File: src/id_defines.svh
`ifndef ID_DEFINES_SVH
`define ID_DEFINES_SVH

// --------------------
// Fixed ISA widths
// --------------------

// Full instruction word
`define ID_ILEN 32

// Compressed instruction word
`define ID_CLEN 16

// PC and immediate width
`define ID_XLEN 32

// Register address width, 32 integer registers
`define ID_REG_AW 5

`endif
File: src/pipe_pkg.sv
`include "id_defines.svh"

package pipe_pkg;

  // --------------------
  // Issue entry types
  // --------------------

  // Operation class seen by the issue stage
  typedef enum logic [2:0] {
    OP_ALU    = 3'd0,
    OP_BRANCH = 3'd1,
    OP_JUMP   = 3'd2,
    OP_LOAD   = 3'd3,
    OP_STORE  = 3'd4
  } op_class_e;

  typedef logic [`ID_REG_AW-1:0] reg_addr_t;

  // Immediate, always sign-extended to full width
  typedef logic [`ID_XLEN-1:0] imm_t;

  typedef logic [`ID_XLEN-1:0] pc_t;

endpackage

File: src/isa_pkg.sv
`include "id_defines.svh"

package isa_pkg;

  // --------------------
  // Instruction words
  // --------------------

  typedef logic [`ID_ILEN-1:0] instr_t;
  typedef logic [`ID_CLEN-1:0] cinstr_t;

  // --------------------
  // Encodings
  // --------------------

  // RV32I major opcodes handled by the decoder
  typedef enum logic [6:0] {
    OPC_LUI    = 7'b0110111,
    OPC_AUIPC  = 7'b0010111,
    OPC_JAL    = 7'b1101111,
    OPC_JALR   = 7'b1100111,
    OPC_BRANCH = 7'b1100011,
    OPC_LOAD   = 7'b0000011,
    OPC_STORE  = 7'b0100011,
    OPC_OP_IMM = 7'b0010011,
    OPC_OP     = 7'b0110011
  } opcode_e;

  // Low two bits of a fetch word
  // 11 marks a full 32-bit instruction
  typedef enum logic [1:0] {
    Q_C0   = 2'b00,
    Q_C1   = 2'b01,
    Q_C2   = 2'b10,
    Q_NONE = 2'b11
  } cquad_e;

endpackage

File: src/decode_if.sv
`timescale 1ns/10ps

interface decode_if;
  import isa_pkg::*;
  import pipe_pkg::*;

  logic      valid;
  logic      ready;
  op_class_e op;
  reg_addr_t rd;
  reg_addr_t rs1;
  reg_addr_t rs2;
  imm_t      imm;
  pc_t       pc;
  instr_t    raw;
  logic      compressed;
  logic      illegal;
  logic      ctrl_flow;

  // Decoder side, ready comes back from the register
  modport source (output valid, op, rd, rs1, rs2, imm, pc, raw, compressed, illegal, ctrl_flow,
                  input  ready);

  modport sink   (input  valid, op, rd, rs1, rs2, imm, pc, raw, compressed, illegal, ctrl_flow,
                  output ready);

endinterface

File: src/expand_if.sv
`timescale 1ns/10ps

interface expand_if;
  import isa_pkg::*;
  import pipe_pkg::*;

  logic   valid;
  instr_t instr;
  instr_t raw;
  pc_t    pc;
  logic   compressed;
  logic   illegal;

  modport source (output valid, instr, raw, pc, compressed, illegal);
  modport sink   (input  valid, instr, raw, pc, compressed, illegal);

endinterface

File: src/id_stage.sv
`timescale 1ns/10ps

module id_stage (
  input  logic                clk_i,
  input  logic                rst_ni,
  input  logic                flush_i,
  // Fetch side
  input  isa_pkg::instr_t     fetch_instr_i,
  input  pipe_pkg::pc_t       fetch_pc_i,
  input  logic                fetch_valid_i,
  output logic                fetch_ready_o,
  // Issue side
  input  logic                issue_ack_i,
  output logic                issue_valid_o,
  output pipe_pkg::op_class_e issue_op_o,
  output pipe_pkg::reg_addr_t issue_rd_o,
  output pipe_pkg::reg_addr_t issue_rs1_o,
  output pipe_pkg::reg_addr_t issue_rs2_o,
  output pipe_pkg::imm_t      issue_imm_o,
  output pipe_pkg::pc_t       issue_pc_o,
  output isa_pkg::instr_t     orig_instr_o,
  output logic                issue_illegal_o,
  output logic                issue_compressed_o,
  output logic                is_ctrl_flow_o
);

  expand_if exp_bus ();
  decode_if dec_bus ();

  rvc_expander i_rvc_expander (
    .fetch_instr_i (fetch_instr_i),
    .fetch_pc_i    (fetch_pc_i),
    .fetch_valid_i (fetch_valid_i),
    .exp           (exp_bus.source)
  );

  instr_decoder i_instr_decoder (
    .exp (exp_bus.sink),
    .dec (dec_bus.source)
  );

  issue_register i_issue_register (
    .clk_i              (clk_i),
    .rst_ni             (rst_ni),
    .flush_i            (flush_i),
    .issue_ack_i        (issue_ack_i),
    .dec                (dec_bus.sink),
    .issue_valid_o      (issue_valid_o),
    .issue_op_o         (issue_op_o),
    .issue_rd_o         (issue_rd_o),
    .issue_rs1_o        (issue_rs1_o),
    .issue_rs2_o        (issue_rs2_o),
    .issue_imm_o        (issue_imm_o),
    .issue_pc_o         (issue_pc_o),
    .orig_instr_o       (orig_instr_o),
    .issue_illegal_o    (issue_illegal_o),
    .issue_compressed_o (issue_compressed_o),
    .is_ctrl_flow_o     (is_ctrl_flow_o)
  );

  // Fetch is taken only when the register has room
  assign fetch_ready_o = dec_bus.ready;

endmodule

File: src/issue_register.sv
`timescale 1ns/10ps

module issue_register (
  input  logic                clk_i,
  input  logic                rst_ni,
  input  logic                flush_i,
  input  logic                issue_ack_i,
  decode_if.sink              dec,
  output logic                issue_valid_o,
  output pipe_pkg::op_class_e issue_op_o,
  output pipe_pkg::reg_addr_t issue_rd_o,
  output pipe_pkg::reg_addr_t issue_rs1_o,
  output pipe_pkg::reg_addr_t issue_rs2_o,
  output pipe_pkg::imm_t      issue_imm_o,
  output pipe_pkg::pc_t       issue_pc_o,
  output isa_pkg::instr_t     orig_instr_o,
  output logic                issue_illegal_o,
  output logic                issue_compressed_o,
  output logic                is_ctrl_flow_o
);
  import pipe_pkg::*;

  logic valid_q;
  logic load;

  // Space at the next edge: empty now, or the held entry leaves this cycle
  assign dec.ready = dec.valid && !flush_i && (!valid_q || issue_ack_i);
  assign load      = dec.ready;

  always_ff @(posedge clk_i or negedge rst_ni) begin
    if (!rst_ni) begin
      valid_q <= 1'b0;
    end else if (flush_i) begin
      valid_q <= 1'b0;
    end else if (load) begin
      valid_q <= 1'b1;
    end else if (issue_ack_i) begin
      valid_q <= 1'b0;
    end
  end

  // --------------------
  // Entry payload
  // --------------------
  always_ff @(posedge clk_i or negedge rst_ni) begin
    if (!rst_ni) begin
      issue_op_o         <= OP_ALU;
      issue_rd_o         <= '0;
      issue_rs1_o        <= '0;
      issue_rs2_o        <= '0;
      issue_imm_o        <= '0;
      issue_pc_o         <= '0;
      orig_instr_o       <= '0;
      issue_illegal_o    <= 1'b0;
      issue_compressed_o <= 1'b0;
      is_ctrl_flow_o     <= 1'b0;
    end else if (load) begin
      issue_op_o         <= dec.op;
      issue_rd_o         <= dec.rd;
      issue_rs1_o        <= dec.rs1;
      issue_rs2_o        <= dec.rs2;
      issue_imm_o        <= dec.imm;
      issue_pc_o         <= dec.pc;
      orig_instr_o       <= dec.raw;
      issue_illegal_o    <= dec.illegal;
      issue_compressed_o <= dec.compressed;
      is_ctrl_flow_o     <= dec.ctrl_flow;
    end
  end

  assign issue_valid_o = valid_q;

endmodule

File: src/instr_decoder.sv
`timescale 1ns/10ps

module instr_decoder (
  expand_if.sink   exp,
  decode_if.source dec
);
  import isa_pkg::*;
  import pipe_pkg::*;

  instr_t    instr;
  opcode_e   opcode;
  logic [2:0] funct3;
  logic [6:0] funct7;
  imm_t      imm_i, imm_s, imm_b, imm_u, imm_j;
  op_class_e op_d;
  reg_addr_t rd_d, rs1_d, rs2_d;
  imm_t      imm_d;
  logic      ctrl_d;
  logic      bad_d;
  logic      illegal;

  assign instr  = exp.instr;
  assign opcode = opcode_e'(instr[6:0]);
  assign funct3 = instr[14:12];
  assign funct7 = instr[31:25];

  // --------------------
  // Immediate formats
  // --------------------
  assign imm_i = {{20{instr[31]}}, instr[31:20]};
  assign imm_s = {{20{instr[31]}}, instr[31:25], instr[11:7]};
  assign imm_b = {{19{instr[31]}}, instr[31], instr[7], instr[30:25], instr[11:8], 1'b0};
  assign imm_u = {instr[31:12], 12'b0};
  assign imm_j = {{11{instr[31]}}, instr[31], instr[19:12], instr[20], instr[30:21], 1'b0};

  always_comb begin
    op_d   = OP_ALU;
    rd_d   = '0;
    rs1_d  = '0;
    rs2_d  = '0;
    imm_d  = '0;
    ctrl_d = 1'b0;
    bad_d  = 1'b0;
    case (opcode)
      OPC_LUI, OPC_AUIPC: begin
        rd_d  = instr[11:7];
        imm_d = imm_u;
      end
      OPC_JAL: begin
        op_d   = OP_JUMP;
        rd_d   = instr[11:7];
        imm_d  = imm_j;
        ctrl_d = 1'b1;
      end
      OPC_JALR: begin
        op_d   = OP_JUMP;
        rd_d   = instr[11:7];
        rs1_d  = instr[19:15];
        imm_d  = imm_i;
        ctrl_d = 1'b1;
        bad_d  = (funct3 != 3'b000);
      end
      OPC_BRANCH: begin
        op_d   = OP_BRANCH;
        rs1_d  = instr[19:15];
        rs2_d  = instr[24:20];
        imm_d  = imm_b;
        ctrl_d = 1'b1;
        // funct3 010 and 011 are unused
        bad_d  = (funct3[2:1] == 2'b01);
      end
      OPC_LOAD: begin
        op_d  = OP_LOAD;
        rd_d  = instr[11:7];
        rs1_d = instr[19:15];
        imm_d = imm_i;
        bad_d = (funct3 == 3'b011) || (funct3[2:1] == 2'b11);
      end
      OPC_STORE: begin
        op_d  = OP_STORE;
        rs1_d = instr[19:15];
        rs2_d = instr[24:20];
        imm_d = imm_s;
        bad_d = (funct3[2] || funct3 == 3'b011);
      end
      OPC_OP_IMM: begin
        rd_d  = instr[11:7];
        rs1_d = instr[19:15];
        imm_d = imm_i;
        // Shift amounts leave funct7 for the shift type
        if (funct3 == 3'b001) begin
          bad_d = (funct7 != 7'b0000000);
        end else if (funct3 == 3'b101) begin
          bad_d = (funct7 != 7'b0000000) && (funct7 != 7'b0100000);
        end
      end
      OPC_OP: begin
        rd_d  = instr[11:7];
        rs1_d = instr[19:15];
        rs2_d = instr[24:20];
        if (funct7 == 7'b0100000) begin
          bad_d = (funct3 != 3'b000) && (funct3 != 3'b101);
        end else begin
          bad_d = (funct7 != 7'b0000000);
        end
      end
      default: bad_d = 1'b1;
    endcase
  end

  assign illegal = exp.illegal | bad_d;

  // Illegal entries keep only pc, raw word and compressed flag
  assign dec.valid      = exp.valid;
  assign dec.op         = illegal ? OP_ALU : op_d;
  assign dec.rd         = illegal ? '0 : rd_d;
  assign dec.rs1        = illegal ? '0 : rs1_d;
  assign dec.rs2        = illegal ? '0 : rs2_d;
  assign dec.imm        = illegal ? '0 : imm_d;
  assign dec.ctrl_flow  = illegal ? 1'b0 : ctrl_d;
  assign dec.illegal    = illegal;
  assign dec.pc         = exp.pc;
  assign dec.raw        = exp.raw;
  assign dec.compressed = exp.compressed;

endmodule

File: src/rvc_expander.sv
`timescale 1ns/10ps
`include "id_defines.svh"

module rvc_expander (
  input  isa_pkg::instr_t fetch_instr_i,
  input  pipe_pkg::pc_t   fetch_pc_i,
  input  logic            fetch_valid_i,
  expand_if.source        exp
);
  import isa_pkg::*;
  import pipe_pkg::*;

  cinstr_t   cinstr;
  cquad_e    quad;
  reg_addr_t c_rd;
  reg_addr_t c_rs2;
  instr_t    exp_instr;
  logic      exp_illegal;

  // Prime registers x8 to x15 from a 3-bit field
  function automatic reg_addr_t creg(input logic [2:0] r);
    creg = {2'b01, r};
  endfunction

  assign cinstr = fetch_instr_i[`ID_CLEN-1:0];
  assign quad   = cquad_e'(fetch_instr_i[1:0]);
  assign c_rd   = cinstr[11:7];
  assign c_rs2  = cinstr[6:2];

  always_comb begin
    exp_instr   = '0;
    exp_illegal = 1'b0;
    case (quad)
      // --------------------
      // Quadrant 0
      // --------------------
      Q_C0: begin
        case (cinstr[15:13])
          // C.LW -> lw rd', uimm(rs1')
          3'b010: exp_instr = {5'b0, cinstr[5], cinstr[12:10], cinstr[6], 2'b00,
                               creg(cinstr[9:7]), 3'b010, creg(cinstr[4:2]), OPC_LOAD};
          // C.SW -> sw rs2', uimm(rs1')
          3'b110: exp_instr = {5'b0, cinstr[5], cinstr[12], creg(cinstr[4:2]),
                               creg(cinstr[9:7]), 3'b010, cinstr[11:10], cinstr[6], 2'b00,
                               OPC_STORE};
          // All-zero word lands here too
          default: exp_illegal = 1'b1;
        endcase
      end
      // --------------------
      // Quadrant 1
      // --------------------
      Q_C1: begin
        case (cinstr[15:13])
          // C.ADDI, C.NOP when rd is x0
          3'b000: exp_instr = {{7{cinstr[12]}}, cinstr[6:2], c_rd, 3'b000, c_rd, OPC_OP_IMM};
          // C.LI -> addi rd, x0, imm
          3'b010: exp_instr = {{7{cinstr[12]}}, cinstr[6:2], 5'b0, 3'b000, c_rd, OPC_OP_IMM};
          3'b011: begin
            // rd of x2 is C.ADDI16SP, not in the subset
            if (c_rd == 5'd2 || {cinstr[12], cinstr[6:2]} == 6'b0) begin
              exp_illegal = 1'b1;
            end else begin
              exp_instr = {{15{cinstr[12]}}, cinstr[6:2], c_rd, OPC_LUI};
            end
          end
          // C.J -> jal x0, offset
          3'b101: exp_instr = {cinstr[12], cinstr[8], cinstr[10:9], cinstr[6], cinstr[7],
                               cinstr[2], cinstr[11], cinstr[5:3], cinstr[12],
                               {8{cinstr[12]}}, 5'b0, OPC_JAL};
          // C.BEQZ and C.BNEZ differ only in funct3 bit 0
          3'b110, 3'b111: exp_instr = {cinstr[12], {3{cinstr[12]}}, cinstr[6:5], cinstr[2],
                                       5'b0, creg(cinstr[9:7]), 2'b00, cinstr[13],
                                       cinstr[11:10], cinstr[4:3], cinstr[12], OPC_BRANCH};
          default: exp_illegal = 1'b1;
        endcase
      end
      // --------------------
      // Quadrant 2
      // --------------------
      Q_C2: begin
        if (cinstr[15:13] != 3'b100) begin
          exp_illegal = 1'b1;
        end else if (!cinstr[12]) begin
          if (c_rs2 != 5'd0) begin
            // C.MV -> add rd, x0, rs2
            exp_instr = {7'b0, c_rs2, 5'b0, 3'b000, c_rd, OPC_OP};
          end else if (c_rd != 5'd0) begin
            // C.JR -> jalr x0, 0(rs1)
            exp_instr = {12'b0, c_rd, 3'b000, 5'b0, OPC_JALR};
          end else begin
            exp_illegal = 1'b1;
          end
        end else begin
          if (c_rs2 != 5'd0) begin
            // C.ADD -> add rd, rd, rs2
            exp_instr = {7'b0, c_rs2, c_rd, 3'b000, c_rd, OPC_OP};
          end else if (c_rd != 5'd0) begin
            // C.JALR links to x1
            exp_instr = {12'b0, c_rd, 3'b000, 5'd1, OPC_JALR};
          end else begin
            // C.EBREAK
            exp_illegal = 1'b1;
          end
        end
      end
      Q_NONE: exp_instr = fetch_instr_i;
      default: exp_illegal = 1'b1;
    endcase
  end

  assign exp.valid      = fetch_valid_i;
  assign exp.instr      = exp_instr;
  assign exp.raw        = fetch_instr_i;
  assign exp.pc         = fetch_pc_i;
  assign exp.compressed = (quad != Q_NONE);
  assign exp.illegal    = exp_illegal;

endmodule

File: config.mk
export PLATFORM = sky130hd
export DESIGN_NAME = id_stage
export DESIGN_NICKNAME = d
export VERILOG_FILES = /design/src/pipe_pkg.sv /design/src/isa_pkg.sv /design/src/decode_if.sv /design/src/expand_if.sv /design/src/id_stage.sv /design/src/issue_register.sv /design/src/instr_decoder.sv /design/src/rvc_expander.sv
export VERILOG_INCLUDE_DIRS = /design/src
export SDC_FILE = /design/constraint.sdc
export NUM_CORES = 1
export LEC_CHECK = 0
export BUFFER_PORTS_ARGS = -buffer_cell sky130_fd_sc_hd__buf_2
export CORE_ASPECT_RATIO = 1.5
export CORE_MARGIN = 2
export CORE_UTILIZATION = 56
export DETAILED_ROUTE_END_ITERATION = 8
export PLACE_DENSITY = 0.86
export SYNTH_ARGS = -nofsm -noshare
export SYNTH_HDL_FRONTEND = slang
export SYNTH_SLANG_ARGS = --single-unit
File: constraint.sdc
create_clock -name clk_i -period 3.2 [get_ports clk_i]
set_input_delay 0.32 -clock clk_i [delete_from_list [all_inputs] [get_ports clk_i]]
set_output_delay 0.32 -clock clk_i [all_outputs]
set_load 0.01 [all_outputs]
Word-level counts from Yosys, hierarchy flattened
Index checks and enable logic that the tools add are counted.
{ "classes": {"eq_ne": 28, "mux": 36, "bitwise_logic": 1, "reduce_logical": 29} }
{ "op_table": {"columns": ["operator", "n"], "rows": [
  ["$pmux W32 S5", 2],
  ["$mux W32", 6],
  ["$pmux W32 S4", 1],
  ["$pmux W27 S2", 1],
  ["$mux W20", 2],
  ["$mux W5", 6],
  ["$eq A7 B6 Y1 const B", 4],
  ["$eq A7 B7 Y1 const B", 3],
  ["$eq A7 B5 Y1 const B", 2],
  ["$mux W1", 13],
  ["$eq A3 B3 Y1 const B", 4],
  ["$pmux W3 S4", 1],
  ["$reduce_or A3 Y1", 4],
  ["$reduce_bool A5 Y1", 2],
  ["$eq A3 B2 Y1 const B", 3],
  ["$reduce_or A2 Y1", 4],
  ["$eq A7 B2 Y1 const B", 1],
  ["$ne A7 B6 Y1 const B", 1],
  ["$pmux W1 S7", 1],
  ["$reduce_bool A7 Y1", 1],
  ["$reduce_or A7 Y1", 1],
  ["$eq A2 B2 Y1 const B", 3],
  ["$logic_not A6 Y1", 1],
  ["$ne A3 B3 Y1 const B", 2],
  ["other kinds (16)", 25]
]} }
{ "word_totals": {"regBits": 118, "in_bits": 69, "output_inout_bits": 119} }

Logic depth before layout (Yosys ltp)
{ "logic_depth": {"ltp_word": 13, "depth_mapped": 13} }

Hierarchy
Synthesis repeated with hierarchy kept, for this count alone.
{ "hier_totals": {"hier_cells": 727, "hier_area_um2": 7524.7} }
{ "modules_own_cells": {"columns": ["module", "n_inst", "cells_each", "area_per_inst_um2"], "rows": [
  ["issue_register", 1, 252, 4509.3],
  ["rvc_expander", 1, 243, 1556.5],
  ["instr_decoder", 1, 232, 1458.9]
]} }

Least setup slack after synthesis
No wires, ideal clock.
{ "synth_path": {"kind": "input port to flip-flop", "start": "input port fetch_instr_i[2]", "end": "register i_issue_register.issue_imm_o[25]", "arrival_time_ns": 3.086, "t_required_ns": 3.108, "slack_ns": 0.023, "stages": 12, "path_buffers": 4, "cell_sequence": "buf_6 > or4_1 > buf_2 > nor4_4 > a211oi_1 > or3_1 > or4b_4 > buf_6 > a31oi_4 > buf_6 > a211oi_1 > o31ai_2"} }
{ "synth_between": {"elab_chain_len": 12} }
{ "synth_lines": {"columns": ["item", "line_no", "source"], "rows": [
  ["start, declared", "id_stage.sv:8", "input isa_pkg::instr_t fetch_instr_i,"],
  ["$logic_not A6 Y1", "rvc_expander.sv:61", "if (c_rd == 5'd2 || {cinstr[12], cinstr[6:2]} == 6'b0) begin"],
  ["$logic_or A1 B1 Y1", "rvc_expander.sv:61", null],
  ["$mux W32", "rvc_expander.sv:61", null],
  ["$pmux W32 S5", "rvc_expander.sv:54", "case (cinstr[15:13])"],
  ["$pmux W32 S4", "rvc_expander.sv:33", "case (quad)"],
  ["$ne A7 B6 Y1 or $reduce_bool A7 Y1 (tied branches)", "instr_decoder.sv:94, instr_decoder.sv:92, instr_decoder.sv:104", null],
  ["$logic_and A1 B1 Y1", "instr_decoder.sv:94", "bad_d = (funct7 != 7'b0000000) && (funct7 != 7'b0100000);"],
  ["$mux W1", "instr_decoder.sv:93", "end else if (funct3 == 3'b101) begin"],
  ["$mux W1", "instr_decoder.sv:91", "if (funct3 == 3'b001) begin"],
  ["$pmux W1 S7", "instr_decoder.sv:44", "case (opcode)"],
  ["$or A1 B1 Y1", "instr_decoder.sv:111", "assign illegal = exp.illegal | bad_d;"],
  ["$mux W32 *", "instr_decoder.sv:119", "assign dec.imm = illegal ? '0 : imm_d;"],
  ["end signal, assigned", "issue_register.sv:62", "issue_imm_o <= dec.imm;"],
  ["end, declared", "issue_register.sv:14", "output pipe_pkg::imm_t issue_imm_o,"]
]} }
Mark *: on every way between the ends. The rest lies on a longest branch, timed or not.
A chain may end at the register's enable or synchronous reset.

Final worst setup path
{ "layout_path": {"start": "input port fetch_instr_i[2]", "end": "register i_issue_register.issue_imm_o[0]"} }
The elaborated chain is that of the path after synthesis.

==> results.cfg <==
[run_status]
status = completed

[floorplanning]
fp.coreArea_sq_um = 11100
start_util = 0.577
placement_rows = 47
ios = 188
die_x_um = 91.1
dieArea_sq_um = 12300
dieHeight_um = 135

[finish]
antenna_cells = 0
drive_gt1_frac = 0.334
fin_util = 0.785
layout_commonest_cell = nand2_1
fin_cells = 1182
fin_area_sq_um = 8680
fin_nets = 1091
area_growth_pct = 36.1
fillers = 780
final_cell_mix = nand2_1, buf_2, dfrtp_1

[setup_path]
r2r_start = i_issue_register.issue_valid_o$_DFFE_PN0P_
crit_type = in2reg
crit_path_start_kind = primary input
rr_endpoint = i_issue_register.issue_imm_o[26]$_DFFE_PN0P_
max_stage_delay_ns = 0.65
reg2reg_depth = 6
cp_data_required_time_ns = 3.51
critPathBufInv = 3
rrSetupSlack_ns = 0.92
cpMostUsedCell = buf_4
end_kind = register
cp_max_fo = 12
crit_chain = buf_2 > or4_1 > nor4_4 > a211oi_1 > or3_1 > buf_4 > or4b_4 > buf_4 > nor3_1 > a21oi_1 > o31ai_1
cp_top_family = simple AND/OR/NAND/NOR gates
crit_path_top_delay_cell = or4_1
crit_arrival_ns = 3.40

[synth]
syn_nets = 844
avgSynthCellArea_sq_um = 8.23
synth_top_family_by_area = simple AND/OR/NAND/NOR gates
yosys_most_used_dff = dfrtp_1
synth-adder-area-share = 0
synth-compound-area-share = 0.226
ys_ff_latch = 118
synth_cell_types = 65
synthArstFlopShare = 1.00
syn_area_sq_um = 6380
synth-edff-count = 0
synth_warnings = 0
muxShareOfSynthArea = 0
synth_cells = 775
yosysSeqAreaShare = 0.463
synth_xor_area_frac = 0.00137
synth-simple-area-share = 0.263

[sta]
finalCritPeriodShare = 0.966
clock_skew_ns = 0.00805
clock.fmax_ghz = 0.323
drv_slew = 0
tns_ns = 0
fin_crit_ns = 3.09
worstMarginPinSlew_ns = 0.779
rsz0062_at_grt = no
setup_violations = 0
finalHoldViolations = 0
slew_headroom = 0.481
whs_ns = 0.0787
fin_ws_ns = 0.108

[drt]
drc = 0
vias_per_cell = 6.01
drtAntennaViolNets = 0
routed_wl_um = 23300
dr.pass1.iters = 8
routed-via-count = 7106
drtIter0Drc = 599
drt-wirelength-per-cell_um = 19.7

[placement]
place_ws_ns = -0.363
dp.cells = 1149
place.gp.congestion = 1.00
place.port_buffers = 187
place_area_sq_um = 8070
dp_hpwl_um = 16500

[min_path]
min_path_type = in2reg
hold_depth = 2
min-delay-start = flush_i
hold_path_end = i_issue_register.issue_valid_o$_DFFE_PN0P_

[grt]
grt.total_usage = 0.384
grt_max_degree = 78
gr-total-overflow = 0
antenna_found_initial = 0
grt_pass1_vias = 7029
grt_first_pass_wirelength_um = 36700

[power]
leakage_nw = 4.45
p_total_mw = 4.57
ir_drop_uv = 353
p_per_area_nw_per_um2 = 526

[clocking]
root_buffer = clkbuf_16
clk_latency_ns = 0.42
htree_levels = 4
clkSinkCount = 118
path_clk_slew_ns = 0.06
clk_path_buf_depth = 2
cts_inserted_buffers = 17
tritoncts = yes

[run]
max_cap_violations = 0
-- where the power goes --
part | switching, mW | leakage [nW] | internal [mW] | total, mW
clock network | 0.760 | 0.292 | 1.17 | 1.93
registers | 0.0673 | 1.54 | 1.62 | 1.69
logic | 0.580 | 2.62 | 0.368 | 0.948
-- routing by layer --
| metal | vias to the layer above | routed length [um] | track usage | part of all wire |
|---|---|---|---|---|
| li1 | 3210 | - | - | - |
| met5 | - | 0 | 0 | 0 |
| met1 | 3337 | 8020 | 0.442 | 0.34 |
| met4 | 0 | 1460 | 0.242 | 0.063 |
| met2 | 447 | 12000 | 0.663 | 0.52 |
| met3 | 112 | 1800 | 0.0647 | 0.077 |
-- worst max-delay path by stage --
stage	to	slack, ns	depth (start not counted)	startpoint
floorplan	i_issue_register.issue_imm_o[25]$_DFFE_PN0P_	0.02	12	fetch_instr_i[2]
global placement	i_issue_register.issue_imm_o[24]$_DFFE_PN0P_	-0.18	11	fetch_instr_i[2]
detailed placement	i_issue_register.issue_imm_o[26]$_DFFE_PN0P_	-0.36	12	fetch_instr_i[2]
CTS	i_issue_register.issue_imm_o[22]$_DFFE_PN0P_	0.07	11	fetch_instr_i[2]
global route	i_issue_register.issue_imm_o[22]$_DFFE_PN0P_	0.04	11	fetch_instr_i[2]
finish	i_issue_register.issue_imm_o[0]$_DFFE_PN0P_	0.11	11	fetch_instr_i[2]
-- Yosys cell counts (all sizes together), types with 6 or more instances --
library cell / n / area, sq um
o211ai: 7 / 57.6
o31ai: 41 / 358
and2: 7 / 43.8
nand2: 267 / 1000
a22oi: 7 / 52.6
dfrtp: 118 / 2950
inv: 7 / 26.3
nor3: 19 / 100
and3: 6 / 37.5
clkbuf: 42 / 158
buf: 16 / 103
nand2b: 6 / 37.5
a21oi: 45 / 225
a2bb2oi: 6 / 52.6
o21ai: 40 / 200
nor2b: 6 / 37.5
a211oi: 13 / 97.6
nor2: 40 / 150
-- timing repair --
action | in CTS | in global routing
endpoints found under the hold margin | 3 | 0
hold buffers | 1 | 0
buffers inserted | 0 | 0
endpoints found under the setup margin | 2 | 2
cloned | 0 | 0
resized for setup | 1 | 1
pin swaps | 0 | 1
-- registers in the layout (all words and copies together) (netlist names) --
register                             cells
i_issue_register.issue_rs1_o             5
i_issue_register.issue_rs2_o             5
i_issue_register.issue_valid_o           1
i_issue_register.orig_instr_o           32
i_issue_register.issue_illegal_o         1
i_issue_register.issue_compressed_o      1
i_issue_register.issue_rd_o              5
i_issue_register.issue_imm_o            32
i_issue_register.is_ctrl_flow_o          1
i_issue_register.issue_pc_o             32
i_issue_register.issue_op_o              3
-- logic make-up (layout without fill, tap and decap cells) --
family,after synthesis,after routing
AOI/OAI and AO/OA,204,204
DFF,118,118
buffers and inverters,67,327
xor gates and xnor gates,1,1
and+or+nand+nor,385,385
-- area by class of cell --
type,count,area (sq um),share of cell area
Clock buffer,17,425,0.0490
Clock inverter,15,170,0.0196
Inverter,9,33.8,0.00389
Multi-Input combinational cell,590,3140,0.362
Sequential cell,118,2950,0.340
Tap cell,147,184,0.0212
Timing Repair Buffer,286,1770,0.204
Power figures use the tool's default switching activity.
